===== config.mk =====
export PLATFORM = sky130hd
export DESIGN_NAME = alloc_ram
export DESIGN_NICKNAME = d
export VERILOG_FILES = /design/src/design/alloc_pkg.sv /design/src/design/alloc_ram.sv
export SDC_FILE = /design/constraint.sdc
export NUM_CORES = 2
export LEC_CHECK = 0
export BUFFER_PORTS_ARGS = -buffer_cell sky130_fd_sc_hd__buf_2
export CAP_MARGIN = 20
export CORE_MARGIN = 4
export CORE_UTILIZATION = 45
export CTS_BUF_LIST = sky130_fd_sc_hd__clkbuf_16
export DETAILED_ROUTE_END_ITERATION = 10
export PLACE_DENSITY = 0.64
export SLEW_MARGIN = 25
export SYNTH_ARGS = -nofsm -noshare
export SYNTH_HDL_FRONTEND = slang
export SYNTH_SLANG_ARGS = --single-unit

===== constraint.sdc =====
create_clock -name i_clk -period 3.3 [get_ports i_clk]
set_clock_uncertainty 0.15 [all_clocks]
set_input_delay 0.33 -clock i_clk [delete_from_list [all_inputs] [get_ports i_clk]]
set_output_delay 0.33 -clock i_clk [all_outputs]
set_load 0.05 [all_outputs]

===== src/design/alloc_pkg.sv =====
// ======================================================================
// allocator shared types: word width, reserved addresses, opcodes,
// request and response structs, self-test states
// ======================================================================
package alloc_pkg;

    // width of a cell and of an address word
    localparam int WORD_W = 16;

    // reserved addresses
    // no value
    localparam logic [WORD_W-1:0] UNDEF = WORD_W'(0);
    // list terminator
    localparam logic [WORD_W-1:0] NIL = WORD_W'(1);
    // first cell handed out by the top pointer
    localparam logic [WORD_W-1:0] FIRST_CELL = WORD_W'(2);

    // request opcodes
    // reverse = read raddr and write addr in the same cycle
    typedef enum logic [2:0] {
        OP_NOP,
        OP_ALLOC,
        OP_FREE,
        OP_READ,
        OP_WRITE,
        OP_REVERSE
    } alloc_op_e;

    // one request per cycle
    typedef struct packed {
        alloc_op_e         op;
        // free / read / write address
        logic [WORD_W-1:0] addr;
        // read address of a reverse
        logic [WORD_W-1:0] raddr;
        // alloc initial value or write data
        logic [WORD_W-1:0] data;
    } alloc_req_t;

    // result, one cycle after the request
    typedef struct packed {
        logic              valid;
        logic              err;
        // allocated address
        logic [WORD_W-1:0] addr;
        logic [WORD_W-1:0] rdata;
    } alloc_rsp_t;

    // self-test sequencer states
    typedef enum logic [2:0] {
        ST_BUILD_ALLOC,
        ST_BUILD_REVERSE,
        ST_TEAR_READ,
        ST_TEAR_FREE,
        ST_CHECK,
        ST_DONE
    } selftest_state_e;

endpackage

===== src/design/alloc_ram.sv =====
// ======================================================================
// allocator cell memory: one write port, one registered read port
// and one asynchronous port for the free-list successor
// ======================================================================
module alloc_ram #(
    parameter int ADDR_W = 8
) (
    input  logic                         i_clk,
    input  logic                         i_we,
    input  logic [alloc_pkg::WORD_W-1:0] i_waddr,
    input  logic [alloc_pkg::WORD_W-1:0] i_wdata,
    input  logic [alloc_pkg::WORD_W-1:0] i_raddr,
    input  logic [alloc_pkg::WORD_W-1:0] i_fl_addr,
    output logic [alloc_pkg::WORD_W-1:0] o_rdata,
    output logic [alloc_pkg::WORD_W-1:0] o_fl_data
);
    import alloc_pkg::*;

    localparam int DEPTH = 2 ** ADDR_W;

    // cell array
    logic [WORD_W-1:0] mem [DEPTH];
    // registered read data
    logic [WORD_W-1:0] rdata_q;

    always_ff @(posedge i_clk) begin
        if (i_we) begin
            mem[i_waddr[ADDR_W-1:0]] <= i_wdata;
        end
        // same-address read returns the old word
        // reverse depends on this
        rdata_q <= mem[i_raddr[ADDR_W-1:0]];
    end

    assign o_rdata = rdata_q;

    // word stored in the free-list head = next head
    assign o_fl_data = mem[i_fl_addr[ADDR_W-1:0]];

endmodule


# Word-level counts from Yosys, hierarchy flattened
# Memories as Yosys holds them, arrays and structs flattened. A register that Yosys moved wholly into a read port is not among the register bits.
# Index checks and enable logic that the tools add are counted.
[totals]
regBits = 0
mem_bits_rw = 4096
in_bits = 66
output_inout_bits = 32
wordCells = 3
mem_count = 1
[mem_list]
columns = ["name", "depth", "word_bits", "read_ports", "rd_ports_with_merged_regs", "wr", "line_no", "text"]
rows = [
  ["mem", 256, 16, 2, 1, 1, "alloc_ram.sv:22", "logic [WORD_W-1:0] mem [DEPTH];"],
]
[classes]
n_mux = 2
[op_table]
columns = ["cell", "n"]
rows = [
  ["1-bit two-way mux", 2],
]

# Longest topological paths before layout
[logic_depth]
depth_word = 2
depth_mapped = 13
depth_no_buf = 7

# Worst setup path before layout
# No wires, ideal clock.
[synth_path]
path_kind = "input -> output"
startpoint = "input i_fl_addr[0] in the netlist's numbering"
endpoint = "output o_fl_data[10] in the netlist's numbering"
arrival_time_ns = 3.109
t_required_ns = 2.820
slack_ns = -0.289
stages = 11
n_path_buf = 5
cell_sequence = "buf_4 -> buf_6 -> buf_6 -> buf_6 -> buf_6 -> mux2i_1 -> o221ai_1 -> o22ai_1 -> a2111oi_0 -> o311ai_0 -> nor3_1"
[synth_via]
elab_chain_len = 1
[synth_rtl]
columns = ["element", "line_no", "text"]
rows = [
  ["start: declaration", "alloc_ram.sv:13", "input logic [alloc_pkg::WORD_W-1:0] i_fl_addr,"],
  ["memory read 256 x 16 bit", "--", ""],
  ["end: declaration", "alloc_ram.sv:15", "output logic [alloc_pkg::WORD_W-1:0] o_fl_data"],
]
# No other way between the ends.

==> results.md <==
- Slew Limit Fails: 0
- Worst Path Required: 2.82 ns
- Gpl congestion: 1.003
- CORE AREA: 423400 um^2
- CTS max path bufs: 4
- Clock root cell: clkbuf_16
- Max-Cap Viols: 0
- Synth warnings: 0
- Final Hold Viols: 0
- WS Path Type: reg2out
- H-tree levels: 5
- CP endpoint kind: primary output
- Power per Cell Area: 520.3 nW/um^2
- Avg Vias per Cell: 6.803
- Via count: 120600
- Worst Hold Class: in2reg
- CTS tree: built
- Count of flip-flops with a built-in enable after synthesis: 4096
- Min setup slack post-route: -1.063 ns
- Sink Count: 4112
- GR Util All Layers: 0.3099
- DRT iter0 DRCs: 18800
- Ys async rst share: 0
- Mapped cell area: 191300 um^2
- Leakage: 75.67 nW
- RSZ-0062 raised after global routing: true
- Mapped Avg Cell Area: 18.90 um^2
- Fmax: 229.2 MHz
- Seq/Total Area, Yosys: 0.6447
- Post-route design area: 227600 um^2
- Peak supply drop: 0.0004611 V
- Drt total wl: 684.6 mm
- Die area: 435500 um^2
- Most frequent cell after synthesis: edfxtp_1
- Gate Count Post-Synth: 10120
- Share of cells above drive strength 1: 0.3809
- Synth top area cells: edfxtp_1 (64%), mux4_2 (20%), mux2i_1 (5.3%)
- GRT overflow: 0
- Violated checks: setup timing
- DRC: 0
- Syn Nets: 10190
- DIE WIDTH: 659.9 um
- Most used DFF post-synth: edfxtp_1
- Outcome: finished with violations
- Critical path peak fanout: 2
- Cell Area, Placed: 212100 um^2
- Synth-to-layout area growth: 18.99%
- Num rows: 239
- # fillers: 32920
- Pre-antenna DRT Iters: 6
- Critical Path AT: 3.88 ns
- CTS clk-pin slew, worst paths: 0.06 ns
- Normalized max-slew margin: 0.2113
- First-pass GRT wire length: 946.7 mm
- CTS Buf Count: 428
- Initial antenna violation count: 63
- Routed len/inst: 38.62 um
- Worst-margin pin slew: 1.183 ns
- Die Span Y: 659.9 um
- Post-synthesis cell type count: 59
- Cell type with the highest aggregate area in the netlist: edfxtp_1
- Pin count of the biggest net entering global routing: 112
- Post-synthesis register bit count: 4112
- Leading cell types by count after synthesis: edfxtp_1 (4096), mux4_2 (1688), mux2i_1 (1021)
- IO Pins: 98
- Final setup violating endpoints: 16
- Hold slack: 0.07451 ns
- Nets: 11680
- Vias in the first global route: 120100
- Hpwl dp: 457.1 mm
- Area share of the largest cell type after synthesis: 0.6431
- Starting density of the core: 0.4517
- Clock Latency Late Sink: 1.03 ns
- Final ANT Viol Nets: 0
- Tcrit/Tclk final: 1.322
- IO Port Bufs: 73
- CP Launch Type: flop
- Min Tclk post-route: 4.363 ns
sequential cells by signal, summed over array words and instances, names as in the netlist:
| signal | count |
|---|---|
| o_rdata | 16 |
| mem | 4096 |
worst paths after layout:
path,slack (ns),from,cells past startpoint,end
hold / removal,0.07,i_waddr[3],4,mem[173][10]
setup / recovery,-1.06,mem[31][0],9,o_fl_data[0]
setup reg to reg,0.09,mem[99][15],9,o_rdata[15]
hold reg to reg,1.16,mem[200][7],5,o_rdata[7]
where the power goes:
part           leakage, nW  switching (mW)  internal (mW)
Combinational         31.6            7.28           4.85
Sequential            36.9          0.0782           57.6
Clock                 7.17            20.9           27.8
Total                 75.7            28.2           90.2
metal layers:
metal	wire [um]	track usage
met5	287	0
met4	37820	0.1475
met3	93520	0.1002
met2	306800	0.4626
met1	246100	0.4130
kinds of logic (layout without fill, tap and decap cells):
group / count (synthesis) / after routing / share of synthesized area
AND/OR/NAND/NOR: 1028 / 1028 / 0.02431
flip-flops: 4112 / 4112 / 0.6447
AO/OA/AOI/OAI: 1414 / 1414 / 0.05405
buffers and inverters: 856 / 2716 / 0.02470
multiplexers: 2709 / 2709 / 0.2522
other: 0 / 86 / 0
through the flow:
step                      total power [mW]  TNS [ns]  setup slack (ns)  std cells  utilization
after floorplan                      64.40         0            0.1123      10120            -
after global placement               70.20    -25.74            -1.905      16820       0.5007
after detailed placement             70.34    -25.43            -1.678      16820       0.5008
after CTS                            118.5    -13.85            -1.218      17640       0.5362
after global routing                 121.3    -13.07            -1.083      17710       0.5374
final                                118.4    -12.45            -1.063      17730       0.5375
final cells by class:
cell class / instances / area (um^2) / area share
well taps: 5663 / 7086 / 0.03113
clock buffers: 434 / 10860 / 0.04772
inverters: 6 / 41.29 / 0.0001814
clock inverters: 358 / 3103 / 0.01363
diodes: 86 / 215.2 / 0.0009456
flip-flops and latches: 4112 / 123300 / 0.5418
repair buffers: 1918 / 18090 / 0.07947
multi-input cells: 5151 / 64880 / 0.2851
placed cells by master, fill, tap and decap left out, types with 133 or more instances in the layout:
cell	instances
buf_12	266
clkbuf_16	436
buf_4	1537
o22ai_1	276
nor2_2	218
a21oi_1	210
mux4_2	1688
nand2_1	240
nor3_1	164
o221ai_1	407
nor2_1	133
edfxtp_1	4096
mux2i_1	1019
worst max-delay path, cell delays in order, from the launching register on:
cell	delay (ns)
edfxtp_1	0.38
mux4_2	0.50
mux4_2	0.57
a22oi_2	0.16
buf_6	0.16
nand2_4	0.05
o31ai_4	0.58
buf_4	0.24
nor3_4	0.05
buf_6	0.19
timing repair:
action                                  CTS  global route
endpoints found under the hold margin  2302             0
resized for setup                       171            48
setup buffers                            10             5
pin swaps                                67            36
setup endpoints to repair                16            16
gates cloned                              0             2
hold buffers                             23             0
Note: power is estimated with default switching activity, not from simulation.
