File: src/design/alloc_pkg.sv
// ======================================================================
// allocator shared types: word width, reserved addresses, opcodes,
// request and response structs, self-test states
// ======================================================================
package alloc_pkg;

    // width of a cell and of an address word
    localparam int WORD_W = 16;

    // reserved addresses
    // no value
    localparam logic [WORD_W-1:0] UNDEF = WORD_W'(0);
    // list terminator
    localparam logic [WORD_W-1:0] NIL = WORD_W'(1);
    // first cell handed out by the top pointer
    localparam logic [WORD_W-1:0] FIRST_CELL = WORD_W'(2);

    // request opcodes
    // reverse = read raddr and write addr in the same cycle
    typedef enum logic [2:0] {
        OP_NOP,
        OP_ALLOC,
        OP_FREE,
        OP_READ,
        OP_WRITE,
        OP_REVERSE
    } alloc_op_e;

    // one request per cycle
    typedef struct packed {
        alloc_op_e         op;
        // free / read / write address
        logic [WORD_W-1:0] addr;
        // read address of a reverse
        logic [WORD_W-1:0] raddr;
        // alloc initial value or write data
        logic [WORD_W-1:0] data;
    } alloc_req_t;

    // result, one cycle after the request
    typedef struct packed {
        logic              valid;
        logic              err;
        // allocated address
        logic [WORD_W-1:0] addr;
        logic [WORD_W-1:0] rdata;
    } alloc_rsp_t;

    // self-test sequencer states
    typedef enum logic [2:0] {
        ST_BUILD_ALLOC,
        ST_BUILD_REVERSE,
        ST_TEAR_READ,
        ST_TEAR_FREE,
        ST_CHECK,
        ST_DONE
    } selftest_state_e;

endpackage
File: src/design/alloc_cmd_arb.sv
// ======================================================================
// request arbiter: self-test owns the allocator while it runs,
// host requests are rejected until then, responses routed back
// ======================================================================
module alloc_cmd_arb (
    input  logic                  i_clk,
    input  logic                  i_rst_n,
    input  logic                  i_test_running,
    input  alloc_pkg::alloc_req_t i_test_req,
    input  alloc_pkg::alloc_req_t i_host_req,
    output alloc_pkg::alloc_req_t o_core_req,
    input  alloc_pkg::alloc_rsp_t i_core_rsp,
    output alloc_pkg::alloc_rsp_t o_test_rsp,
    output alloc_pkg::alloc_rsp_t o_host_rsp
);
    import alloc_pkg::*;

    // response in flight belongs to the self-test
    logic test_owns_q;
    // host request refused last cycle
    logic reject_q;

    // no added cycle on the request path
    assign o_core_req = i_test_running ? i_test_req : i_host_req;

    always_ff @(posedge i_clk or negedge i_rst_n) begin
        if (!i_rst_n) begin
            test_owns_q <= 1'b1;
            reject_q    <= 1'b0;
        end else begin
            test_owns_q <= i_test_running;
            reject_q    <= i_test_running && (i_host_req.op != OP_NOP);
        end
    end

    always_comb begin
        o_test_rsp       = i_core_rsp;
        o_test_rsp.valid = i_core_rsp.valid && test_owns_q;
        o_host_rsp       = i_core_rsp;
        o_host_rsp.valid = i_core_rsp.valid && !test_owns_q;
        // refused host request never reached the core
        if (reject_q) begin
            o_host_rsp = '{valid: 1'b1, err: 1'b1, addr: UNDEF, rdata: UNDEF};
        end
    end

endmodule

File: config.mk
export PLATFORM = sky130hd
export DESIGN_NAME = alloc_cmd_arb
export DESIGN_NICKNAME = d
export VERILOG_FILES = /design/src/design/alloc_pkg.sv /design/src/design/alloc_cmd_arb.sv
export SDC_FILE = /design/constraint.sdc
export NUM_CORES = 1
export LEC_CHECK = 0
export BUFFER_PORTS_ARGS = -buffer_cell sky130_fd_sc_hd__buf_2
export CAP_MARGIN = 20
export CORE_AREA = 3 3 98 100
export CTS_BUF_LIST = sky130_fd_sc_hd__clkbuf_8 sky130_fd_sc_hd__clkbuf_16
export DETAILED_ROUTE_END_ITERATION = 7
export DIE_AREA = 0 0 101 103
export RECOVER_POWER = 100
export SYNTH_ARGS = -nofsm -noshare
export SYNTH_HDL_FRONTEND = slang
export SYNTH_SLANG_ARGS = --single-unit
export TNS_END_PERCENT = 1
File: constraint.sdc
create_clock -name i_clk -period 1.1 [get_ports i_clk]
set_input_delay 0.22 -clock i_clk [delete_from_list [all_inputs] [get_ports i_clk]]
set_output_delay 0.22 -clock i_clk [all_outputs]
set_load 0.02 [all_outputs]
======== Word-level counts from Yosys, hierarchy flattened ========
Index checks and enable logic that the tools add are counted.
cells by class
  mux-type cells .......................... 2
  reductions and logical operators ........ 5
operators by type and width
  operator           number
  $mux 51            1
  $mux 34            1
  $logic_and 1x1->1  3
  $reduce_bool 3->1  1
  $logic_not 1->1    1
storage, ports and cells
  register bits ........................... 2

======== Logic depth before layout (Yosys ltp) ========
Gate-level depths: netlist of run 1.
  word-level depth ........................ 3
  gate-level depth with buffers ........... 3

======== Worst setup path after synthesis of run 1 ========
Ideal clock, no wire load.
  path type ............................... reg2out
  start ................................... register reject_q
  end ..................................... output port o_host_rsp[32] in the netlist's numbering
  arrival ................................. 0.933 ns
  required time ........................... 0.880 ns
  setup slack ............................. -0.053 ns
  stages on the path, launching flop included .. 3
  path buffers ............................ 1
  cell sequence ........................... dfrtp_1 clkbuf_1 or2_2
RTL lines
  element                   line                 source
  start: declaration        alloc_cmd_arb.sv:21  logic reject_q;
  start signal: assignment  alloc_cmd_arb.sv:32  reject_q <= i_test_running && (i_host_req.op != OP_NOP);
  end: declaration          alloc_cmd_arb.sv:14  output alloc_pkg::alloc_rsp_t o_host_rsp

==> flow_summary.toml, run 1 <==
[timing]
hold_ws_ps = 294.9
relSlewSlack_pct = 77.96
post-route-min-period_ps = 1396
finalCritPeriodShare_pct = 126.9
fmax_mhz = 716.2
fin_tns_setup_ps = -16110
worst_slack_ps = -296.3
hold_viol = 0
rsz0062_at_grt = "yes"
setup_viol = 86
worstMarginPinSlew_ps = 332.1
slew_viol_final = 0

[clock_network]
cts_buffers = 3
cts-root-buf = "clkbuf_8"
cts_num_sinks = 2
cts_tree = "done"
path_clk_slew_ps = 30
ctsLongestPathBuffers = 2
htreeDepth = 1

[logic_synthesis]
synth_compound_gate_area_share_pct = 1.129
synthCells = 132
yosysTopAreaCellShare_pct = 51.09
synthesis.nets = 271
synth_top_family_by_area = "multiplexers"
synthSimpleGateAreaFrac_pct = 16.68
synth-adder-area-share_pct = 0
synthesis.area_um2 = 1440
synthXorXnorAreaFrac_pct = 0
synth_area_leader_cell = "mux2_4"
muxShareOfSynthArea_pct = 52.65
ys_seq_area_share_pct = 3.562
synth-seq-cells = 2
synthDistinctLibCells = 15
syn_avg_cell_area_um2 = 10.91
synthTopCellsByArea = "mux2_4 51%, buf_4 17%, and2b_1 11%"
yosys_warnings = 0

[cells_and_area]
multiInputGateArea_um2 = 1020
fillers = 947
drive_gt1_share_pct = 80.11
diodes = 0
utilization_pct = 30.44
most-common-layout-cells = "201 x buf_2, 49 x mux2_4, 33 x clkbuf_1"
register_area_um2 = 51.30
design_area_um2 = 2668
final_common_cell = "buf_2"
fin_nets = 497
area_delta_synth_final_pct = 85.23

[critical_path]
crit_path_max_fanout = 31
cp-end-kind = "output port"
crit_type = "reg2out"
arrival_ps = 1180
required_ps = 880
crit_path_start_kind = "register"

[outcome]
status = "complete, but fails checks"
violations = "negative setup slack"

[routing]
finalWirelength_um = 5919
routed_via_density = 3.789
drc = 0
drtIter0Drc = 6
routedWlPerCell_um = 12.73
num_vias = 1762
drtAntennaViolNets = 0
firstDrtPassIters = 3

[die]
coreArea_um2 = 8763
num_io_pins = 258
initial_core_util_pct = 16.43
rows = 34
fp.dieW_um = 101
die_h_um = 103
die_area_um2 = 10400

[global_route]
grt_pass1_wl_um = 7831
gr-total-overflow = 0
grt_pass1_vias = 1647
grt_max_degree = 33
antenna_found_initial = 0
grt_usage_pct = 9.217

[place]
gp_congestion = 0.7060
hpwl_um = 5298
io_buffer_count = 257
placed_area_um2 = 2549

[worst_hold_path]
hold-path-cell-count = 2
min_to = "reject_q"
worstHoldStart = "i_host_req[50]"
hp-class = "in2reg"

[job]
drv_cap = 0

[pwr]
power.density_nw_per_um2 = 660.2
power_mw = 1.761
vdd_ir_drop_max_mv = 0.2436
p_leak_nw = 1.619
[report_power, final]
part           switching [mW]  internal (mW)  leakage (nW)
combinational           0.702          0.679          1.57
clock                  0.0596          0.236        0.0269
sequential            0.00420         0.0798        0.0225
total                   0.765          0.996          1.62
[area by class of cell]
class	count	area share (%)
clock buffer	3	1.548
clock inverter	1	0.1407
inverter	1	0.1407
multi-input combinational	87	38.23
sequential	2	1.923
tap	108	5.066
timing repair buffer	263	52.95
[repair_timing]
| action | 4_1_cts | 5_1_grt |
|---|---|---|
| cloned | 0 | 0 |
| hold endpoints to repair | 2 | 0 |
| hold buffers | 1 | 0 |
| buffers inserted | 1 | 0 |
| gates resized for setup | 31 | 3 |
| endpoints found under the setup margin | 86 | 86 |
[Yosys cell counts, drive strengths merged]
library cell / n
or2: 1
clkbuf: 3
and2: 1
o31a: 1
mux2: 51
buf: 39
inv: 1
nor2b: 10
a21o: 1
dfrtp: 1
dfstp: 1
and2b: 22
[flip-flops by register name, summed over array words and instances (netlist names)]
register,flops
reject_q,1
test_owns_q,1
[layer usage]
layer	vias to the layer above	wire length [um]	GRT usage (%)
li1	858	-	-
met1	777	1760	9.040
met2	127	3442	20.10
met3	0	716	1.962
met4	0	0	0.6135
met5	-	0	0
[per-stage QoR]
step                      instances  setup WS, ps
after CTS                       465        -275.2
after global placement          459        -238.4
after floorplan                 132        -30.96
after global routing            465        -335.3
after detailed placement        459        -255.3
final                           465        -296.3
[cell families (layout without fill, tap and decap cells)]
group,Yosys count,count (layout)
and+or+nand+nor,34,34
AOI/OAI and AO/OA,2,2
DFF,2,2
muxes,51,51
buffers and inverters,43,268
[worst max-delay path: stages (launching register included)]
cell     delay, ps
dfrtp_1        410
buf_12         170
and2b_1        200
buf_2          160
[worst max-delay path by stage]
| stage | from | end | slack (ps) | cells past startpoint |
|---|---|---|---|---|
| global placement | i_test_running | o_core_req[0] | -240 | 4 |
| finish | reject_q | o_host_rsp[22] | -300 | 3 |
| floorplan | reject_q | o_host_rsp[23] | -30 | 2 |
| detailed placement | i_test_running | o_core_req[0] | -260 | 4 |
| global route | reject_q | o_host_rsp[22] | -340 | 3 |
| CTS | reject_q | o_host_rsp[22] | -280 | 3 |
(Power assumes the default switching activity.)
==> run 2, diff against run 1 <==
Settings changed: CORE_AREA 3 3 98 100 to 2 2 100 102, DIE_AREA 0 0 101 103 to 0 0 102 104.
==> run 2 against run 1 <==
Effect of this change:
- the run still ends with negative setup slack left
- sequential power shrank 2%
- sequential share of layout area shrank 0.099 points
- core utilization shrank 0.98 points
==> flow_summary.toml, run 2 (synthesis results as in run 1) <==
[timing]
post-route-min-period_ps = 1339
setup_viol = 86
fmax_mhz = 746.8
hold_viol = 0
finalCritPeriodShare_pct = 121.7
slew_viol_final = 0
worst_slack_ps = -239.1
worstMarginPinSlew_ps = 306.2
fin_tns_setup_ps = -11850
relSlewSlack_pct = 79.67
rsz0062_at_grt = "yes"
hold_ws_ps = 297.7

[critical_path]
critPathMaxStageDelay_ps = 380
crit_type = "reg2out"
crit_chain = "buf_12 -> or2_4 -> buf_6"
crit_path_max_fanout = 34
cp-end-kind = "output port"
arrival_ps = 1120
crit_path_start_kind = "register"
critical-path-slowest-cell = "dfrtp_1"
required_ps = 880

[place]
gp_congestion = 0.6861
placed_area_um2 = 2592
io_buffer_count = 257
placed_cells = 484
place_ws_ps = -221.8
hpwl_um = 4688

[clock_network]
cts_buffers = 3
cts_tree = "done"
cts_num_sinks = 2
path_clk_slew_ps = 30
ctsLongestPathBuffers = 2
cts-root-buf = "clkbuf_8"
htreeDepth = 1

[cells_and_area]
fillers = 1043
final_common_cell = "buf_2"
drive_gt1_share_pct = 79.78
fin_cells = 489
area_delta_synth_final_pct = 95.31
top_regs = "reject_q: 1 flops, test_owns_q: 1 flops"
most-common-layout-cells = "183 x buf_2, 49 x mux2_4, 34 x clkbuf_1"
fin_nets = 496
utilization_pct = 29.45
diodes = 0
design_area_um2 = 2813

[die]
rows = 36
fp.dieW_um = 102
coreArea_um2 = 9549
die_h_um = 104
num_io_pins = 258
initial_core_util_pct = 15.08
die_area_um2 = 10610

[global_route]
gr-total-overflow = 0
grt_usage_pct = 8.710
grt_max_degree = 35
grt_pass1_wl_um = 7645
antenna_found_initial = 0
grt_pass1_vias = 1689

[routing]
finalWirelength_um = 5393
num_vias = 1749
routedWlPerCell_um = 11.03
firstDrtPassIters = 4
drtAntennaViolNets = 0
drtIter0Drc = 40
drc = 0
routed_via_density = 3.577

[worst_hold_path]
hold-path-cell-count = 2
hp-class = "in2reg"

[pwr]
vdd_ir_drop_max_mv = 0.1954
power.density_nw_per_um2 = 644.8
p_leak_nw = 1.644
power_mw = 1.814

[outcome]
violations = "negative setup slack"
status = "complete, but fails checks"

[job]
drv_cap = 0
==> run 2: cell count changes in the layout (fill, tap and decap cells not counted) <==
cell and delta:
buf_2 -18, buf_8 +1, buf_12 +1, buf_4 -2, clkbuf_1 +1, buf_6 +16
==> run 2: layout make-up <==
| class | instances | area [um^2] | share of cell area (%) |
|---|---|---|---|
| clock buffer | 3 | 41.29 | 1.468 |
| clock inverter | 1 | 3.754 | 0.1335 |
| inverter | 1 | 3.754 | 0.1335 |
| multi-input combinational | 87 | 1020 | 36.25 |
| sequential | 2 | 51.30 | 1.824 |
| tap | 133 | 166.4 | 5.916 |
| timing repair buffer | 262 | 1526 | 54.27 |
==> run 2: worst max-delay path, delay by kind of cell, from the launching register on <==
| kind | cells | cell delay, ps |
|---|---|---|
| simple gates | 1 | 230 |
| buf+inv | 2 | 290 |
| flops | 1 | 380 |
==> run 2: path summary, 6_finish.rpt <==
check / slack [ps] / start / endpoint
worst max-delay path: -240 / reject_q / o_host_rsp[32]
max in group asynchronous: 550 / i_rst_n / test_owns_q
min in group asynchronous: 330 / i_rst_n / reject_q
worst min-delay path: 300 / i_host_req[50] / reject_q
==> run 2: power breakdown <==
part / switching [mW] / total, mW / leakage (nW) / internal, mW
Sequential: 0.00268 / 0.0825 / 0.0225 / 0.0799
Combinational: 0.706 / 1.44 / 1.59 / 0.729
Clock: 0.0597 / 0.296 / 0.0269 / 0.236
Total: 0.769 / 1.81 / 1.64 / 1.05
==> run 2: layer usage <==
layer / up-vias / GRT usage (%) / routed length [um]
met4: 0 / 0.8571 / 0
met3: 0 / 1.613 / 454
met1: 772 / 8.320 / 1870
met5: - / 0 / 0
li1: 859 / - / -
met2: 118 / 18.80 / 3069
==> run 2: repair_timing <==
| item | CTS | global route |
|---|---|---|
| pin swaps | 1 | 0 |
| endpoints found under the setup margin | 86 | 86 |
| hold buffers | 1 | 0 |
| resized for setup | 66 | 3 |
| hold endpoints to repair | 2 | 0 |
| setup buffers | 0 | 0 |
