### config.mk
export PLATFORM = sky130hd
export DESIGN_NAME = alloc_selftest
export DESIGN_NICKNAME = d
export VERILOG_FILES = /design/src/design/alloc_pkg.sv /design/src/design/alloc_selftest.sv
export SDC_FILE = /design/constraint.sdc
export NUM_CORES = 1
export LEC_CHECK = 0
export BUFFER_PORTS_ARGS = -buffer_cell sky130_fd_sc_hd__buf_2
export CAP_MARGIN = 20
export CELL_PAD_IN_SITES_DETAIL_PLACEMENT = 0
export CELL_PAD_IN_SITES_GLOBAL_PLACEMENT = 2
export CORE_ASPECT_RATIO = 1.1
export CORE_MARGIN = 1.5
export CORE_UTILIZATION = 25
export DETAILED_ROUTE_END_ITERATION = 8
export GPL_ROUTABILITY_DRIVEN = 0
export HOLD_SLACK_MARGIN = 0.1
export MAX_ROUTING_LAYER = met4
export PLACE_DENSITY_LB_ADDON = 0.1
export SETUP_SLACK_MARGIN = 0.4
export SYNTH_ARGS = -nofsm -noshare
export SYNTH_HDL_FRONTEND = slang
export SYNTH_SLANG_ARGS = --single-unit
### constraint.sdc
create_clock -name i_clk -period 2.98 [get_ports i_clk]
set_input_delay 0.298 -clock i_clk [delete_from_list [all_inputs] [get_ports i_clk]]
set_output_delay 0.298 -clock i_clk [all_outputs]
set_load 0.02 [all_outputs]
### src/design/alloc_pkg.sv
// ======================================================================
// allocator shared types: word width, reserved addresses, opcodes,
// request and response structs, self-test states
// ======================================================================
package alloc_pkg;

    // width of a cell and of an address word
    localparam int WORD_W = 16;

    // reserved addresses
    // no value
    localparam logic [WORD_W-1:0] UNDEF = WORD_W'(0);
    // list terminator
    localparam logic [WORD_W-1:0] NIL = WORD_W'(1);
    // first cell handed out by the top pointer
    localparam logic [WORD_W-1:0] FIRST_CELL = WORD_W'(2);

    // request opcodes
    // reverse = read raddr and write addr in the same cycle
    typedef enum logic [2:0] {
        OP_NOP,
        OP_ALLOC,
        OP_FREE,
        OP_READ,
        OP_WRITE,
        OP_REVERSE
    } alloc_op_e;

    // one request per cycle
    typedef struct packed {
        alloc_op_e         op;
        // free / read / write address
        logic [WORD_W-1:0] addr;
        // read address of a reverse
        logic [WORD_W-1:0] raddr;
        // alloc initial value or write data
        logic [WORD_W-1:0] data;
    } alloc_req_t;

    // result, one cycle after the request
    typedef struct packed {
        logic              valid;
        logic              err;
        // allocated address
        logic [WORD_W-1:0] addr;
        logic [WORD_W-1:0] rdata;
    } alloc_rsp_t;

    // self-test sequencer states
    typedef enum logic [2:0] {
        ST_BUILD_ALLOC,
        ST_BUILD_REVERSE,
        ST_TEAR_READ,
        ST_TEAR_FREE,
        ST_CHECK,
        ST_DONE
    } selftest_state_e;

endpackage
### src/design/alloc_selftest.sv
// ======================================================================
// allocator self-test: two runs of build, reverse and tear-down,
// then reports pass, error and the number of freed cells
// ======================================================================
module alloc_selftest #(
    parameter int TEST_LEN_LOG2 = 6
) (
    input  logic                         i_clk,
    input  logic                         i_rst_n,
    input  logic                         i_en,
    output alloc_pkg::alloc_req_t        o_req,
    input  alloc_pkg::alloc_rsp_t        i_rsp,
    output logic                         o_running,
    output logic                         o_passed,
    output logic                         o_error,
    output logic [alloc_pkg::WORD_W-1:0] o_cells_freed
);
    import alloc_pkg::*;

    // counter value of the last cell in a phase
    localparam logic [TEST_LEN_LOG2-1:0] LAST_CELL = '1;
    // two runs of N frees
    localparam logic [WORD_W-1:0] FREE_TARGET = WORD_W'(2 * (2 ** TEST_LEN_LOG2));

    selftest_state_e          state_q;
    logic [TEST_LEN_LOG2-1:0] cnt_q;
    // second run
    logic                     run_q;
    // op issued last cycle, tags the response now arriving
    alloc_op_e                pend_op_q;

    // last alloc address, last link read, last cell worked on
    logic [WORD_W-1:0] addr_q;
    logic [WORD_W-1:0] rdata_q;
    logic [WORD_W-1:0] cur_q;

    logic              issue;
    logic              alloc_rsp;
    logic              rd_rsp;
    logic              free_rsp;
    logic [WORD_W-1:0] last_addr;
    logic [WORD_W-1:0] last_rdata;
    logic [WORD_W-1:0] freed_now;

    // response classes
    assign alloc_rsp = i_rsp.valid && (pend_op_q == OP_ALLOC);
    assign rd_rsp    = i_rsp.valid && ((pend_op_q == OP_READ) || (pend_op_q == OP_REVERSE));
    assign free_rsp  = i_rsp.valid && !i_rsp.err && (pend_op_q == OP_FREE);

    // newest value, arriving now or held from an earlier response
    assign last_addr  = alloc_rsp ? i_rsp.addr : addr_q;
    assign last_rdata = rd_rsp ? i_rsp.rdata : rdata_q;
    assign freed_now  = o_cells_freed + WORD_W'(free_rsp);

    // request for this cycle, nothing while paused
    always_comb begin
        o_req = '{op: OP_NOP, addr: UNDEF, raddr: UNDEF, data: UNDEF};
        if (i_en) begin
            case (state_q)
                ST_BUILD_ALLOC: begin
                    // each cell links to the one before, first to NIL
                    o_req.op   = OP_ALLOC;
                    o_req.data = (cnt_q == '0) ? NIL : last_addr;
                end
                ST_BUILD_REVERSE: begin
                    // start at the last alloc, then follow the old links
                    o_req.op    = OP_REVERSE;
                    o_req.addr  = (cnt_q == '0) ? last_addr : last_rdata;
                    o_req.raddr = o_req.addr;
                    o_req.data  = (cnt_q == '0) ? NIL : cur_q;
                end
                ST_TEAR_READ: begin
                    // new head is the last reversed cell
                    o_req.op   = OP_READ;
                    o_req.addr = (cnt_q == '0) ? cur_q : last_rdata;
                end
                ST_TEAR_FREE: begin
                    // cell read just before
                    o_req.op   = OP_FREE;
                    o_req.addr = cur_q;
                end
                default: begin
                    o_req.op = OP_NOP;
                end
            endcase
        end
    end

    assign issue = (o_req.op != OP_NOP);

    // response capture runs whether enabled or not
    always_ff @(posedge i_clk) begin
        if (alloc_rsp) begin
            addr_q <= i_rsp.addr;
        end
        if (rd_rsp) begin
            rdata_q <= i_rsp.rdata;
        end
        if (issue) begin
            cur_q <= o_req.addr;
        end
    end

    always_ff @(posedge i_clk or negedge i_rst_n) begin
        if (!i_rst_n) begin
            state_q       <= ST_BUILD_ALLOC;
            cnt_q         <= '0;
            run_q         <= 1'b0;
            pend_op_q     <= OP_NOP;
            o_passed      <= 1'b0;
            o_error       <= 1'b0;
            o_cells_freed <= '0;
        end else begin
            pend_op_q <= o_req.op;
            if (free_rsp) begin
                o_cells_freed <= o_cells_freed + 1'b1;
            end
            if (i_rsp.valid && i_rsp.err) begin
                // halt on any allocator error
                state_q <= ST_DONE;
                o_error <= 1'b1;
            end else if (i_en) begin
                case (state_q)
                    ST_BUILD_ALLOC: begin
                        cnt_q <= cnt_q + 1'b1;
                        if (cnt_q == LAST_CELL) begin
                            state_q <= ST_BUILD_REVERSE;
                        end
                    end
                    ST_BUILD_REVERSE: begin
                        cnt_q <= cnt_q + 1'b1;
                        if (cnt_q == LAST_CELL) begin
                            state_q <= ST_TEAR_READ;
                        end
                    end
                    ST_TEAR_READ: begin
                        state_q <= ST_TEAR_FREE;
                    end
                    ST_TEAR_FREE: begin
                        // counter wraps to 0 at the end of the list
                        cnt_q   <= cnt_q + 1'b1;
                        state_q <= ST_TEAR_READ;
                        if (cnt_q == LAST_CELL) begin
                            run_q   <= 1'b1;
                            state_q <= run_q ? ST_CHECK : ST_BUILD_ALLOC;
                        end
                    end
                    ST_CHECK: begin
                        // list must end in NIL, every cell freed
                        o_passed <= (last_rdata == NIL) && (freed_now == FREE_TARGET);
                        state_q  <= ST_DONE;
                    end
                    default: begin
                        state_q <= ST_DONE;
                    end
                endcase
            end
        end
    end

    assign o_running = (state_q != ST_DONE);

endmodule

**Word level (Yosys, flattened, before mapping)**

Cells that the tools add are included.

- Bits in registers: 79

- Mux-type cells: 18
- $add $sub $neg: 3
- Bitwise logic cells: 1
- Equality and inequality tests: 14
- Reduce and logical (&&, ||, !) cells: 17

Operator list:

| kind | number |
|---|---|
| two-way mux 16 bit | 7 |
| two-way mux 51 bit | 1 |
| case mux 16 bit (3 select lines) | 1 |
| case mux 16 bit (2 select lines) | 1 |
| case mux 3 bit (4 select lines) | 2 |
| two-way mux 3 bit | 6 |
| adder 16 x 1 -> 16 bit | 1 |
| adder 16 x 1 -> 16 bit (second input constant) | 1 |
| equality test 16 x 1 -> 1 bit (second input constant) | 1 |
| equality test 16 x 8 -> 1 bit (second input constant) | 1 |
| equality test 3 x 2 -> 1 bit (second input constant) | 4 |
| inequality test 3 bit (second input constant) | 3 |
| AND reduction 3 bit | 3 |
| adder 6 x 1 -> 6 bit (second input constant) | 1 |
| equality test 3 x 1 -> 1 bit (second input constant) | 2 |
| equality test 3 bit (second input constant) | 2 |
| equality test 6 bit (second input constant) | 1 |
| logical AND 1 bit | 6 |
| zero test 6 bit | 1 |
| AND reduction 4 bit | 1 |
| zero test 3 bit | 1 |
| nonzero test 3 bit | 1 |
| OR reduction 3 bit | 1 |
| nonzero test 2 bit | 1 |
| other kinds (3) | 3 |

**Longest topological paths before layout**

- Word-level depth: 8
- Depth in mapped cells: 11
- Gate-level depth less buffers: 10

**Least setup slack after synthesis**

OpenSTA, ideal clock, no wires.

- Kind: reg-to-output
- Start point: register cnt_q[0]
- End point: output port o_req[32] (netlist bit)
- Stages on the path, launching flop included: 9
- Path slack: 0.633 ns
- Path buffers: 2
- Data arrival time: 2.049 ns
- Required time: 2.682 ns
- Path through: dfrtp_1 -> inv_1 -> ha_1 -> and2_1 -> buf_2 -> nor3_1 -> buf_2 -> a22oi_1 -> a21oi_1

RTL lines:

| element | line | text |
|---|---|---|
| start, declared | alloc_selftest.sv:26 | `logic [TEST_LEN_LOG2-1:0] cnt_q;` |
| start signal, assigned | alloc_selftest.sv:125 | `cnt_q <= cnt_q + 1'b1;` |
| start signal, assigned | alloc_selftest.sv:131 | `cnt_q <= cnt_q + 1'b1;` |
| start signal, assigned | alloc_selftest.sv:141 | `cnt_q <= cnt_q + 1'b1;` |
| end, declared | alloc_selftest.sv:11 | `output alloc_pkg::alloc_req_t o_req,` |

==> impl_metrics.csv <==
group,metric,value,unit
timing,setup_tns,0,ns
synth,synth-adder-area-share,1.514,%
critical_path,critPathMostFrequentCell,"mux2_4",
synth,syn_inst,421,
synth,async_reset_ff_share,39.24,%
critical_path,startpoint_type,"register",
route,vias_per_cell,4.946,
clock_network,cts-root-buf,"clkbuf_16",
synth,synth_nets,463,
finish,layout.cells.most_common,"buf_2",
critical_path,r2r_cells,10,
power_and_ir_drop,p_leak,2.609,nW
flow_run,drv_cap,0,
timing,fin_ws,0.1352,ns
route,drt_wl_total,14260,um
finish,diodes,0,
critical_path,required,2.68,ns
placed_design,dpl.cell_count,715,
synth,synth_edf_count,16,
synth,ys_warn_count,0,
floorplanning,start_util,25.43,%
clock_network,cts_buffers,9,
critical_path,slowest_delay,0.40,ns
synth,synth_mux_area_share,12.60,%
synth,syn_area_per_cell,9.813,sq um
synth,ys.flop_type,"dfxtp_1",
global_routing,grt_antenna_before_repair,0,
placed_design,placed_area,4907,sq um
global_routing,grt_pass1_vias,3512,
route,vias,3769,
finish,final_cell_mix,"buf_2, nor2_1, dfxtp_1",
timing,slew_headroom,51.99,%
global_routing,grt_overflow,0,
floorplanning,die_w,125.6,um
timing,max_freq,351.5,MHz
route,ant_nets,0,
floorplanning,core_area,16250,sq um
outcome,status,"completed",
finish,drive_gt1_share,40.32,%
critical_path,cp_max_fo,5,
timing,setup_violations,0,
route,wirelength_met1,6348,um
timing,slew_viol_final,0,
power_and_ir_drop,ir_drop,252.0,uV
finish,final_cells,762,
critical_path,worstPathCellList,"xor2_1 > and3_4 > buf_12 > buf_6 > mux2_4 > mux2_4 > a222oi_1 > nor2_1 > buf_4",
route,first_pass_iters,8,
synth,yosysUniqueCellTypes,46,
route,wl_met3,636,um
clock_network,h-tree-depth,3,
global_routing,grt_max_degree,32,
route,wl_met2,6909,um
synth,synth_top_family_by_area,"simple AND/OR/NAND/NOR gates",
timing,rsz0062_at_grt,"yes",
critical_path,critPathKind,"register to output port",
critical_path,cp.arrival,2.55,ns
global_routing,grt_usage,16.60,%
route,wire_per_inst,18.72,um
timing,hold_viol,0,
clock_network,cts_sinks,79,
placed_design,place_hpwl,9411,um
clock_network,path_clk_slew,0.06,ns
timing,layout_min_cycle_time,2.845,ns
critical_path,slowest_stage,"dfrtp_1",
floorplanning,num_io_pins,107,
global_routing,grt_pass1_wl,20970,um
synth,yosysSeqAreaShare,45.91,%
synth,yosys.area_share.simple,18.90,%
clock_network,cts.path.max_buffers,2,
timing,worst_pin_slew,0.7201,ns
route,drcViolationCount,0,
placed_design,io_buffer_count,106,
power_and_ir_drop,powerDensity,479.5,nW/um^2
hold_path,hold_path_depth,2,
timing,finalCritPeriodShare,95.46,%
critical_path,end_kind,"output port",
synth,synth.cell_area,4131,sq um
hold_path,hold_path.class,"input port to register",
route,dr.max_layer_used,"met4",
placed_design,pre_cts_slack,0.4209,ns
finish,syn2layout_area_growth,40.79,%
finish,num-nets-final,595,
clock_network,cts_tree,"done",
synth,synth_compound_area_share,10.33,%
synth,ys_seq_elements,79,
timing,clock_skew,0.007726,ns
synth,yosys.area_share.xor_xnor,5.512,%
finish,fin_area,5817,sq um
floorplanning,die-area,17310,sq um
route,dr.first_iter.drc_count,247,
clock_network,clkLatencyLatePin,0.34,ns
floorplanning,rows,49,
floorplanning,die_height,137.8,um
-- final timing paths --
path / from / end / slack [ns]
setup / recovery: pend_op_q[1] / o_req[43] / 0.14
hold / removal: i_rsp[32] / state_q[1] / 0.19
setup reg to reg: pend_op_q[1] / o_passed / 0.49
hold reg to reg: o_error / o_error / 0.47
max in group asynchronous: i_rst_n / state_q[0] / 1.92
min in group asynchronous: i_rst_n / cnt_q[3] / 0.55
-- cells by family (layout without fill, tap and decap cells) --
| logic type | after synthesis | after routing |
|---|---|---|
| fa+ha+maj | 5 | 5 |
| buf+inv | 48 | 185 |
| mux | 46 | 46 |
| flops | 79 | 79 |
| compound gates | 63 | 63 |
| xor+xnor | 26 | 26 |
| simple gates | 154 | 154 |
-- metal layers --
metal | global-route usage [%] | vias to the layer above
li1 | - | 1763
met4 | 6.944 | 0
met5 | - | -
met2 | 26.84 | 118
met3 | 2.718 | 23
met1 | 20.72 | 1865
-- per-stage QoR --
step                hold WS, ns  total power [mW]  utilization, %
floorplan              0.002409             1.466               -
global route             0.1799             2.918           35.80
global placement         0.4093             1.604           30.20
detailed placement       0.4072             1.609           30.20
CTS                      0.1748             2.744           33.18
finish                   0.1928             2.789           35.80
-- synth_stat cells (2+ instances only) --
| cell type | n | area, sq um |
|---|---|---|
| nor2_1 | 63 | 236.5 |
| dfxtp_1 | 32 | 640.6 |
| dfrtp_1 | 31 | 775.7 |
| mux2_2 | 24 | 270.3 |
| a21oi_1 | 23 | 115.1 |
| inv_1 | 21 | 78.83 |
| clkbuf_1 | 20 | 75.07 |
| edfxtp_1 | 16 | 480.5 |
| mux2i_1 | 16 | 160.2 |
| nand2_1 | 16 | 60.06 |
| xnor2_1 | 15 | 131.4 |
| and2_1 | 13 | 81.33 |
| a222oi_1 | 11 | 110.1 |
| xor2_1 | 11 | 96.34 |
| nand3_1 | 10 | 50.05 |
| nor3_1 | 10 | 50.05 |
| and3_1 | 9 | 56.30 |
| o21ai_0 | 9 | 45.04 |
| nand4_1 | 7 | 43.79 |
| mux2_4 | 6 | 90.09 |
| nor4_1 | 6 | 37.54 |
| a22oi_1 | 5 | 37.54 |
| ha_1 | 5 | 62.56 |
| nand2b_1 | 5 | 31.28 |
| or3_1 | 5 | 31.28 |
| buf_2 | 4 | 20.02 |
| nand3b_1 | 3 | 22.52 |
| o211ai_1 | 3 | 22.52 |
| a31oi_1 | 2 | 12.51 |
| buf_6 | 2 | 22.52 |
| nand4b_1 | 2 | 17.52 |
| o31ai_1 | 2 | 15.01 |
-- state kept, by name, summed over array words and instances, names as in the netlist --
| name | cells |
|---|---|
| o_passed | 1 |
| state_q | 3 |
| pend_op_q | 3 |
| cur_q | 16 |
| run_q | 1 |
| addr_q | 16 |
| o_error | 1 |
| cnt_q | 6 |
| rdata_q | 16 |
| o_cells_freed | 16 |
-- power by group --
part | leakage (nW) | total, mW | internal (mW) | switching (mW)
Combinational | 1.65 | 0.534 | 0.276 | 0.259
Clock | 0.131 | 1.05 | 0.613 | 0.436
Sequential | 0.824 | 1.21 | 1.17 | 0.0392
-- final cells by class --
class | instances | area [sq um]
Fill cell | 1685 | 10430
Multi-Input combinational cell | 294 | 2237
Sequential cell | 79 | 1901
Timing Repair Buffer | 148 | 1074
Clock buffer | 16 | 271.5
Tap cell | 204 | 255.2
Inverter | 21 | 78.83
-- worst max-delay path: cells and delay by family, from the launching register on --
family / cells / cell delay, ns
buffers and inverters: 3 / 0.40
flip-flops: 1 / 0.40
AO/OA/AOI/OAI: 1 / 0.27
AND/OR/NAND/NOR: 2 / 0.38
XOR/XNOR: 1 / 0.17
multiplexers: 2 / 0.59
-- repair_timing --
item                                   CTS  global route
endpoints found under the hold margin   31             0
pin swaps                                5            21
cloned                                   1             3
hold buffers                             1             0
gates resized for setup                 26            65
setup endpoints to repair               46            42
buffers inserted                        11            15
Note: power is estimated with default switching activity, not from simulation.
