### src/design/alloc_pkg.sv
// ======================================================================
// allocator shared types: word width, reserved addresses, opcodes,
// request and response structs, self-test states
// ======================================================================
package alloc_pkg;

    // width of a cell and of an address word
    localparam int WORD_W = 16;

    // reserved addresses
    // no value
    localparam logic [WORD_W-1:0] UNDEF = WORD_W'(0);
    // list terminator
    localparam logic [WORD_W-1:0] NIL = WORD_W'(1);
    // first cell handed out by the top pointer
    localparam logic [WORD_W-1:0] FIRST_CELL = WORD_W'(2);

    // request opcodes
    // reverse = read raddr and write addr in the same cycle
    typedef enum logic [2:0] {
        OP_NOP,
        OP_ALLOC,
        OP_FREE,
        OP_READ,
        OP_WRITE,
        OP_REVERSE
    } alloc_op_e;

    // one request per cycle
    typedef struct packed {
        alloc_op_e         op;
        // free / read / write address
        logic [WORD_W-1:0] addr;
        // read address of a reverse
        logic [WORD_W-1:0] raddr;
        // alloc initial value or write data
        logic [WORD_W-1:0] data;
    } alloc_req_t;

    // result, one cycle after the request
    typedef struct packed {
        logic              valid;
        logic              err;
        // allocated address
        logic [WORD_W-1:0] addr;
        logic [WORD_W-1:0] rdata;
    } alloc_rsp_t;

    // self-test sequencer states
    typedef enum logic [2:0] {
        ST_BUILD_ALLOC,
        ST_BUILD_REVERSE,
        ST_TEAR_READ,
        ST_TEAR_FREE,
        ST_CHECK,
        ST_DONE
    } selftest_state_e;

endpackage
### src/design/alloc_core.sv
// ======================================================================
// allocator core: top pointer, free-list head, cell writes and
// error detection, one request per cycle with a registered response
// ======================================================================
module alloc_core #(
    parameter int ADDR_W = 8
) (
    input  logic                         i_clk,
    input  logic                         i_rst_n,
    input  alloc_pkg::alloc_req_t        i_req,
    output alloc_pkg::alloc_rsp_t        o_rsp,
    output logic                         o_mem_we,
    output logic [alloc_pkg::WORD_W-1:0] o_mem_waddr,
    output logic [alloc_pkg::WORD_W-1:0] o_mem_wdata,
    output logic [alloc_pkg::WORD_W-1:0] o_mem_raddr,
    output logic [alloc_pkg::WORD_W-1:0] o_mem_fl_addr,
    input  logic [alloc_pkg::WORD_W-1:0] i_mem_rdata,
    input  logic [alloc_pkg::WORD_W-1:0] i_mem_fl_data
);
    import alloc_pkg::*;

    // one past the last cell
    localparam logic [WORD_W-1:0] MEM_END = WORD_W'(2 ** ADDR_W);

    // next fresh cell
    logic [WORD_W-1:0] top_q;
    logic [WORD_W-1:0] top_d;
    // newest freed cell, NIL when empty
    logic [WORD_W-1:0] head_q;
    logic [WORD_W-1:0] head_d;

    logic              rsp_valid_q;
    logic              rsp_err_q;
    logic [WORD_W-1:0] rsp_addr_q;

    logic              err;
    logic [WORD_W-1:0] new_addr;
    logic              addr_ok;
    logic              raddr_ok;

    // only cells handed out so far may be touched
    assign addr_ok  = (i_req.addr >= FIRST_CELL) && (i_req.addr < top_q);
    assign raddr_ok = (i_req.raddr >= FIRST_CELL) && (i_req.raddr < top_q);

    // opcode decode
    always_comb begin
        top_d       = top_q;
        head_d      = head_q;
        new_addr    = UNDEF;
        err         = 1'b0;
        o_mem_we    = 1'b0;
        o_mem_waddr = i_req.addr;
        o_mem_wdata = i_req.data;
        o_mem_raddr = UNDEF;
        case (i_req.op)
            OP_ALLOC: begin
                if (head_q != NIL) begin
                    // pop, successor comes from the async port
                    new_addr = head_q;
                    head_d   = i_mem_fl_data;
                end else if (top_q < MEM_END) begin
                    new_addr = top_q;
                    top_d    = top_q + 1'b1;
                end else begin
                    // free list and top both exhausted
                    err = 1'b1;
                end
                // initial value into the new cell
                o_mem_we    = !err;
                o_mem_waddr = new_addr;
            end
            OP_FREE: begin
                // push, cell links to old head
                err         = !addr_ok;
                o_mem_we    = addr_ok;
                o_mem_wdata = head_q;
                if (addr_ok) begin
                    head_d = i_req.addr;
                end
            end
            OP_READ: begin
                err         = !addr_ok;
                o_mem_raddr = i_req.addr;
            end
            OP_WRITE: begin
                err      = !addr_ok;
                o_mem_we = addr_ok;
            end
            OP_REVERSE: begin
                // write addr, read raddr, old word comes back
                err         = !(addr_ok && raddr_ok);
                o_mem_we    = addr_ok && raddr_ok;
                o_mem_raddr = i_req.raddr;
            end
            default: begin
                err = 1'b0;
            end
        endcase
    end

    always_ff @(posedge i_clk or negedge i_rst_n) begin
        if (!i_rst_n) begin
            top_q       <= FIRST_CELL;
            head_q      <= NIL;
            rsp_valid_q <= 1'b0;
            rsp_err_q   <= 1'b0;
        end else begin
            top_q       <= top_d;
            head_q      <= head_d;
            rsp_valid_q <= (i_req.op != OP_NOP);
            rsp_err_q   <= err;
        end
    end

    always_ff @(posedge i_clk) begin
        rsp_addr_q <= new_addr;
    end

    assign o_mem_fl_addr = head_q;

    // rdata is already registered inside the ram
    assign o_rsp.valid = rsp_valid_q;
    assign o_rsp.err   = rsp_err_q;
    assign o_rsp.addr  = rsp_addr_q;
    assign o_rsp.rdata = i_mem_rdata;

endmodule

### config.mk
export PLATFORM = sky130hd
export DESIGN_NAME = alloc_core
export DESIGN_NICKNAME = d
export VERILOG_FILES = /design/src/design/alloc_pkg.sv /design/src/design/alloc_core.sv
export SDC_FILE = /design/constraint.sdc
export NUM_CORES = 1
export LEC_CHECK = 0
export BUFFER_PORTS_ARGS = -buffer_cell sky130_fd_sc_hd__buf_2
export CAP_MARGIN = 15
export CORE_ASPECT_RATIO = 1.2
export CORE_MARGIN = 4
export CORE_UTILIZATION = 49
export DETAILED_ROUTE_END_ITERATION = 7
export GPL_TIMING_DRIVEN = 0
export PLACE_DENSITY_LB_ADDON = 0.2
export SYNTH_ARGS = -nofsm -noshare
export SYNTH_HDL_FRONTEND = slang
export SYNTH_SLANG_ARGS = --single-unit
export TNS_END_PERCENT = 10
### constraint.sdc
create_clock -name i_clk -period 3.7 [get_ports i_clk]
set_clock_uncertainty 0.1 [all_clocks]
set_input_delay 0.185 -clock i_clk [delete_from_list [all_inputs] [get_ports i_clk]]
set_output_delay 0.185 -clock i_clk [all_outputs]
set_load 0.01 [all_outputs]
# --- After elaboration in Yosys (flattened, before gate mapping) ---
# Index checks and enable logic that the tools add are counted.
totals:
  out_inout_bits: 99
  ram_bits: 0
  mem_bits_ro: 0
  ff_bits: 50
  latch_bits: 0
  memories: 0
classes:
  n_eq_ne: 8
  n_mul: 0
  magnitude_cmp: 5
  bitwise: 1
  add_sub_neg: 1
  n_mux: 13
  n_reduce_logical: 12
  n_div: 0
  shifts: 0
ops:
  columns: ["operator", "n"]
  rows:
  - ["16-bit 2-to-1 mux", 6]
  - ["16-bit case mux with 2 select lines", 2]
  - ["16-bit by 2-bit greater-or-equal comparator with 1-bit output, second input constant", 2]
  - ["16-bit < comparator", 2]
  - ["16-bit by 1-bit adder with 16-bit output, second input constant", 1]
  - ["16-bit by 9-bit < comparator with 1-bit output, second input constant", 1]
  - ["16-bit by 1-bit inequality test with 1-bit output, second input constant", 1]
  - ["3-bit by 2-bit == test with 1-bit output, second input constant", 2]
  - ["3-bit == test, second input constant", 2]
  - ["1-bit case mux with 3 select lines", 2]
  - ["3-bit AND reduction", 2]
  - ["2-bit inequality test, second input constant", 2]
  - ["3-bit by 1-bit == test with 1-bit output, second input constant", 1]
  - ["1-bit logical AND", 3]
  - ["1-bit zero test", 3]
  - ["1-bit 2-to-1 mux", 3]
  - ["3-bit nonzero test", 1]
  - ["3-bit OR reduction", 1]
  - ["2-bit nonzero test", 1]
  - ["2-bit OR reduction", 1]
  - ["1-bit NOT", 1]

# --- Logic depth before layout (Yosys ltp) ---
# Gate-level depths: netlist (run 1).
logic_depth:
  depth_word: 6
  ltp_mapped: 9

# --- Worst setup path after synthesis (run 1) ---
# OpenSTA, ideal clock, no wires.
synth_path:
  kind: "reg2reg"
  startpoint: "register top_q[15]"
  endpoint: "register head_q[10] (netlist: o_mem_fl_addr[10])"
  setup_ns: 0.123
  stages_incl_launch_ff: 10
  path_slack_ns: 1.301
  n_path_buf: 1
  arrival_ns: 2.176
  required_ns: 3.477
  path_cell_list: "dfrtp_1 inv_1 ha_1 nand4_1 or3_1 a2111oi_4 nor4b_4 buf_6 or3_1 o221a_2"
synth_between:
  elab_chain_cells: 4
synth_rtl:
  columns: ["item", "line", "text"]
  rows:
  - ["start, declared", "alloc_core.sv:26", "logic [WORD_W-1:0] top_q;"]
  - ["start signal, assigned", "alloc_core.sv:108", "top_q <= top_d;"]
  - ["16-bit < comparator", "alloc_core.sv:42", "assign addr_ok = (i_req.addr >= FIRST_CELL) && (i_req.addr < top_q);"]
  - ["1-bit logical AND", "alloc_core.sv:42", null]
  - ["2-bit inequality test (no source line)", null, null]
  - ["3-bit AND reduction (no source line)", null, null]
  - ["end signal, assigned", "alloc_core.sv:104", "head_q <= NIL;"]
  - ["end signal, assigned", "alloc_core.sv:109", "head_q <= head_d;"]
  - ["end, declared", "alloc_core.sv:29", "logic [WORD_W-1:0] head_q;"]
# No other way between the ends.
# A chain may end at the register's enable or synchronous reset.

# --- Worst setup path after layout (run 1) ---
layout_path:
  startpoint: "register top_q[5]"
  endpoint: "output port o_mem_we"
layout_between:
  elab_chain_cells: 6
layout_rtl:
  columns: ["item", "line", "text"]
  rows:
  - ["16-bit by 9-bit < comparator with 1-bit output", "alloc_core.sv:61", "end else if (top_q < MEM_END) begin"]
  - ["1-bit 2-to-1 mux", "alloc_core.sv:61", null]
  - ["1-bit 2-to-1 mux", "alloc_core.sv:57", "if (head_q != NIL) begin"]
  - ["1-bit 2-to-1 mux", "alloc_core.sv:55", "case (i_req.op)"]
  - ["1-bit zero test", "alloc_core.sv:69", "o_mem_we = !err;"]
  - ["1-bit case mux with 3 select lines (*)", "alloc_core.sv:55", null]
  - ["end, declared", "alloc_core.sv:12", "output logic o_mem_we,"]
# Every way passes the cells marked *; elsewhere a longest branch is shown, timed or not. The select of a mux whose other input is x is not followed.

==> flow_summary.json, run 1 <==
{
  "min_period_over_period_pct": 86.2,
  "synth_flop_cell": "dfrtp_1",
  "whs_path_depth": 2,
  "wirelength_um": 11400,
  "num_rows": 33,
  "grt_util_all_layers_pct": 26.3,
  "tns_ps": 0,
  "cts_sinks": 50,
  "vias_per_cell": 5.76,
  "layout_common_cells": "buf_2, dfrtp_1, ha_1",
  "end_kind": "primary output",
  "crit_type": "reg2out",
  "worstSkewPairLatency_ps": 310,
  "hold_class": "in2reg",
  "root_buffer": "clkbuf_8",
  "yosysWarnings": 0,
  "hold_viol": 0,
  "pwr_density_cell_nw_per_um2": 313,
  "ios": 184,
  "tritoncts": "yes",
  "synth-edff-count": 0,
  "whs_endpoint": "rsp_valid_q$_DFF_PN0_",
  "r2r_setup_slack_ps": 860,
  "layout_commonest_cell": "buf_2",
  "gr-total-overflow": 0,
  "clock_path_buffers": 2,
  "fin_nets": 653,
  "r2r_cells": 9,
  "fin_util_pct": 65.7,
  "status": "finished, final reports clean",
  "syn_inst": 362,
  "tightest_slew_ps": 796,
  "route.detailed.drc": 0,
  "place.gp.congestion": 0.926,
  "power.total_mw": 1.41,
  "ant_nets": 0,
  "crit_chain": "inv_1, ha_1, and3_1, a221oi_1, o22ai_1, nor3_2, nand2_1, buf_6, o221ai_1, buf_2",
  "worstSetupStartpointType": "flop",
  "fmax_mhz": 314,
  "min_from": "i_req[50]",
  "dieArea_um2": 8480,
  "irDropWorstVdd_uv": 191,
  "multi_input_comb_area_um2": 1990,
  "core_area_um2": 6850,
  "synthArstFlopShare_pct": 68.0,
  "netlist_area_um2": 3460,
  "areaGrowthSynthToFinish_pct": 30.1,
  "postSynthAreaPerCell_um2": 9.56,
  "synth_nets": 478,
  "slew_headroom_pct": 46.9,
  "grt_pass1_wl_um": 17900,
  "n_antenna_cell": 0,
  "setup_viol": 0,
  "io_buffers": 167,
  "htreeDepth": 2,
  "die-height_um": 100,
  "period_needed_ps": 3190,
  "cp_top_family": "simple AND/OR/NAND/NOR gates",
  "cp_max_fo": 10,
  "die_w_um": 84.7,
  "grt_start_max_net_pins": 35,
  "power.leakage_nw": 2.22,
  "maxSlewViolCount": 0,
  "drtIter0Drc": 175,
  "vias": 3603,
  "nFillCells": 613,
  "r2r_start": "top_q[5]$_DFFE_PN0P_",
  "cts_resized": 0,
  "ys_seq_area_share_pct": 33.9,
  "antenna_found_initial": 0,
  "ff_latch_area_um2": 1170,
  "maxCapViolCount": 0,
  "first_global_vias": 3535,
  "cts_buffers": 5,
  "reg2reg_to": "o_mem_fl_addr[13]$_DFFE_PN0P_",
  "crit_buf_inv": 3,
  "synth-seq-cells": 50,
  "worstPathRequired_ps": 3410,
  "drive_above_1_share_pct": 44.2,
  "dp_hpwl_um": 9160,
  "rsz0062_at_grt": "false",
  "clk_pin_slew_ps": 100,
  "slowest_delay_ps": 460,
  "routedWlPerCell_um": 18.3,
  "arrival_ps": 2900,
  "synth_cell_type_count": 44,
  "critPathSlowestCell": "dfrtp_1",
  "initial_core_util_pct": 50.5,
  "firstDrtPassIters": 5
}
==> worst register-to-register path, cell delays in order, from the launching register on <==
cell	delay, ps
dfrtp_1	460
inv_1	120
ha_1	270
and3_1	180
a221oi_1	310
o22ai_1	220
nor3_2	320
nand2_1	260
buf_6	220
o221a_2	280
==> through the flow <==
step / setup WS, ps / std cells / hold WS, ps / area (um^2)
2_1_floorplan: 1300 / 362 / -211 / 3460
6_report: 511 / 625 / 30.6 / 4500
5_1_grt: 308 / 625 / 41.8 / 4500
3_3_place_gp: 911 / 616 / 206 / 4410
4_1_cts: 533 / 625 / 25.0 / 4500
3_5_place_dp: 875 / 616 / 210 / 4410
==> how the worst max path moves through the flow <==
stage / start / to / depth (start not counted)
floorplan: top_q[15]$_DFFE_PN0P_ / o_mem_fl_addr[10]$_DFFE_PN0P_ / 9
global placement: top_q[15]$_DFFE_PN0P_ / o_mem_we / 10
detailed placement: top_q[13]$_DFFE_PN0P_ / o_mem_we / 10
CTS: top_q[13]$_DFFE_PN0P_ / o_mem_we / 10
global route: top_q[15]$_DFFE_PN0P_ / o_mem_we / 10
finish: top_q[5]$_DFFE_PN0P_ / o_mem_we / 10
==> registers in the layout, summed over array words and instances (netlist names) <==
name           flops
rsp_err_q          1
top_q             16
rsp_valid_q        1
rsp_addr_q        16
o_mem_fl_addr     16
==> metal layers <==
| metal | up-vias | wire length, um | global-route usage (%) |
|---|---|---|---|
| met1 | 1722 | 4390 | 31.9 |
| met5 | - | 0 | 0 |
| met4 | 0 | 249 | 8.89 |
| li1 | 1679 | - | - |
| met3 | 22 | 965 | 4.93 |
| met2 | 180 | 5820 | 46.7 |
==> cells by family after synthesis <==
group           synth area share [%]
mux                             5.21
flops                           33.9
fa+ha+maj                       11.2
xor+xnor                        1.77
compound gates                  20.1
buf+inv                         8.64
simple gates                    19.2
==> cells in the mapped netlist, types with 2 or more instances <==
cell        n  area (um^2)
a211oi_1    2         15.0
dfstp_2     2         52.6
buf_6       2         22.5
dfrtp_1    32          801
nor3_1      2         10.0
nor2_1     15         56.3
nor4_1     12         75.1
a21o_1     16          120
nor3_2      2         20.0
buf_4      18          135
nand4_1     9         56.3
nand2_1    16         60.1
and2_1      3         18.8
nor2b_1    18          113
dfxtp_1    16          320
mux2_2     16          180
a221oi_1    2         17.5
xnor2_1     6         52.6
or3_1      17          106
a2111oi_4   2         55.1
ha_1       31          388
a21oi_1    15         75.1
inv_1      17         63.8
and3_1     11         68.8
nand2b_1    2         12.5
buf_2       2         10.0
a22oi_1    16          120
nand3_1     4         20.0
clkbuf_1   18         67.6
o21ai_0     9         45.0
o221a_2    16          180
==> timing repair <==
item | CTS | global route
endpoints found under the hold margin | 32 | 0
endpoints found under the setup margin | 0 | 0
buffers inserted | 0 | 0
hold buffers | 1 | 0
==> power by group <==
group / internal, mW / switching [mW] / leakage [nW]
sequential: 0.591 / 0.0557 / 0.542
clock: 0.134 / 0.192 / 0.0452
combinational: 0.218 / 0.219 / 1.63
total: 0.943 / 0.468 / 2.22
==> cell type report <==
class | instances | area share, %
well taps | 87 | 2.42
clock buffers | 6 | 1.61
plain buffers | 40 | 5.23
multi-input cells | 255 | 44.2
inverters | 17 | 1.42
flip-flops and latches | 50 | 26.1
clock inverters | 2 | 0.306
repair buffers | 168 | 18.8
(Power assumes the default switching activity.)
==> run 2: changes to the inputs <==
==> constraint.sdc (replaced) <==
create_clock -name i_clk -period 3.7 [get_ports i_clk]
set_clock_uncertainty 0.1 [all_clocks]
set_input_delay 1.11 -clock i_clk [delete_from_list [all_inputs] [get_ports i_clk]]
set_output_delay 1.11 -clock i_clk [all_outputs]
set_load 0.01 [all_outputs]
==> run 2 against run 1 <==
  * The run now ends with negative setup slack left
  * Sequential cell count unchanged
  * Combinational power up 11%
  * Global-route usage up 2.1 points
  * Count of clock-buffer cells in the layout up 1
  * Largest cell class unchanged
==> flow_summary.json, run 2 (synthesis results as in run 1) <==
{
  "maxSlewViolCount": 0,
  "core_area_um2": 6850,
  "clk_pin_slew_ps": 100,
  "hold_class": "reg2reg",
  "root_buffer": "clkbuf_8",
  "cp_max_fo": 5,
  "num_rows": 33,
  "die_w_um": 84.7,
  "cts_buffers": 5,
  "period_needed_ps": 4110,
  "io_buffers": 167,
  "clock_path_buffers": 2,
  "initial_core_util_pct": 50.5,
  "tritoncts": "yes",
  "gr-total-overflow": 0,
  "ios": 184,
  "cts_sinks": 50,
  "grt_start_max_net_pins": 35,
  "power.leakage_nw": 2.38,
  "rsz0062_at_grt": "true",
  "wirelength_um": 12500,
  "multi_input_comb_area_um2": 2220,
  "irDropWorstVdd_uv": 187,
  "nFillCells": 525,
  "layout_common_cells": "buf_2, buf_4, dfrtp_1",
  "worstSkewPairLatency_ps": 310,
  "grt_util_all_layers_pct": 28.4,
  "pwr-share-seq_pct": 43.1,
  "placed_area_um2": 4490,
  "grt_pass1_wl_um": 19100,
  "p_sw_mw": 0.490,
  "fmax_mhz": 243,
  "areaGrowthSynthToFinish_pct": 43.7,
  "grt_util_met3_pct": 5.67,
  "pwr_density_cell_nw_per_um2": 301,
  "finalWorstSetupSlack_ps": -409,
  "layout_commonest_cell": "buf_2",
  "worstPathRequired_ps": 2490,
  "ant_nets": 0,
  "firstDrtPassIters": 5,
  "slew_headroom_pct": 44.5,
  "tns_ps": -409,
  "tightest_slew_ps": 832,
  "stdcell_area_um2": 4970,
  "drtIter0Drc": 232,
  "grtUsageMet2_pct": 48.3,
  "htreeDepth": 2,
  "first_global_vias": 3709,
  "antenna_found_initial": 0,
  "fin_nets": 670,
  "p_clk_share_pct": 24.6,
  "p_int_mw": 1.01,
  "dp_hpwl_um": 9170,
  "power.share.combinational_pct": 32.3,
  "min_period_over_period_pct": 111,
  "arrival_ps": 2900,
  "vias": 3816,
  "maxCapViolCount": 0,
  "pre_cts_slack_ps": -755,
  "setup_viol": 1,
  "routedWlPerCell_um": 19.4,
  "worstSetupStartpointType": "primary input",
  "route.detailed.drc": 0,
  "top_usage_layer": "met2",
  "hold_viol": 0,
  "gr-usage-met1_pct": 35.5,
  "die-height_um": 100,
  "drive_above_1_share_pct": 51.9,
  "crit_type": "in2out",
  "n_antenna_cell": 0,
  "sw_frac_of_total_pct": 32.7,
  "dieArea_um2": 8480,
  "status": "complete, but fails checks",
  "end_kind": "primary output",
  "r2r_setup_slack_ps": 860,
  "cts_hold_buffers": 0,
  "place.gp.congestion": 0.926,
  "fin_util_pct": 72.5,
  "ff_latch_area_um2": 1170,
  "vias_per_cell": 5.94,
  "violations": "negative setup slack"
}
-- run 2: cell types whose count changed in the layout (fill, tap and decap cells not counted), moves of 3 or more --
cell and delta:
buf_4 +19, ha_1 -11, ha_4 +10, buf_2 -9, clkbuf_1 -8, buf_6 +4
clkbuf_4 +4, buf_8 +3, clkbuf_2 +3, nor2_1 -3
-- run 2: final timing paths --
| path | cells after the start | end | start |
|---|---|---|---|
| min in group asynchronous | 1 | o_mem_fl_addr[3]$_DFFE_PN0P_ | i_rst_n |
| max in group asynchronous | 1 | o_mem_fl_addr[15]$_DFFE_PN0P_ | i_rst_n |
| max reg2reg | 11 | o_mem_fl_addr[7]$_DFFE_PN0P_ | top_q[1]$_DFFE_PN1P_ |
| min reg2reg | 1 | top_q[11]$_DFFE_PN0P_ | top_q[11]$_DFFE_PN0P_ |
| max | 9 | o_mem_we | i_req[37] |
| min | 1 | top_q[11]$_DFFE_PN0P_ | top_q[11]$_DFFE_PN0P_ |
-- run 2: layout make-up --
type                       count  area share [%]
timing repair buffer         185            20.6
multi-input combinational    255            44.7
buffer                        40            5.51
clock inverter                 1           0.176
sequential                    50            23.6
clock buffer                   7            1.94
tap                           87            2.19
inverter                      17            1.28
-- run 2: critical path: stages --
cell and delay, ps:
buf_2 150, ha_1 300, and3_4 180, a221oi_4 320, o22ai_4 120, nor3_4 240
nand3_2 150, o221ai_4 200, buf_6 130
-- run 2: power groups by stage --
stage | combinational (mW) | clock [mW] | sequential (mW)
floorplan | 0.228 | 0 | 0.659
global placement | 0.435 | 0 | 0.653
detailed placement | 0.444 | 0 | 0.655
CTS | 0.473 | 0.370 | 0.644
global route | 0.523 | 0.394 | 0.652
finish | 0.484 | 0.369 | 0.645
-- run 2: stage by stage --
stage	total power, mW	cells	hold WS (ps)
2_1_floorplan	0.887	362	351
3_3_place_gp	1.09	616	368
3_5_place_dp	1.10	616	373
4_1_cts	1.49	638	395
5_1_grt	1.57	642	424
6_report	1.50	642	391
-- run 2: layer usage --
metal,vias up,wire length (um)
li1,1719,-
met2,257,6140
met5,-,0
met3,58,1180
met1,1782,4640
met4,0,495
-- run 2: repair_timing --
action / in CTS / in global routing
resized for setup: 37 / 23
buffers inserted: 14 / 4
pin swaps: 12 / 4
endpoints found under the setup margin: 43 / 38
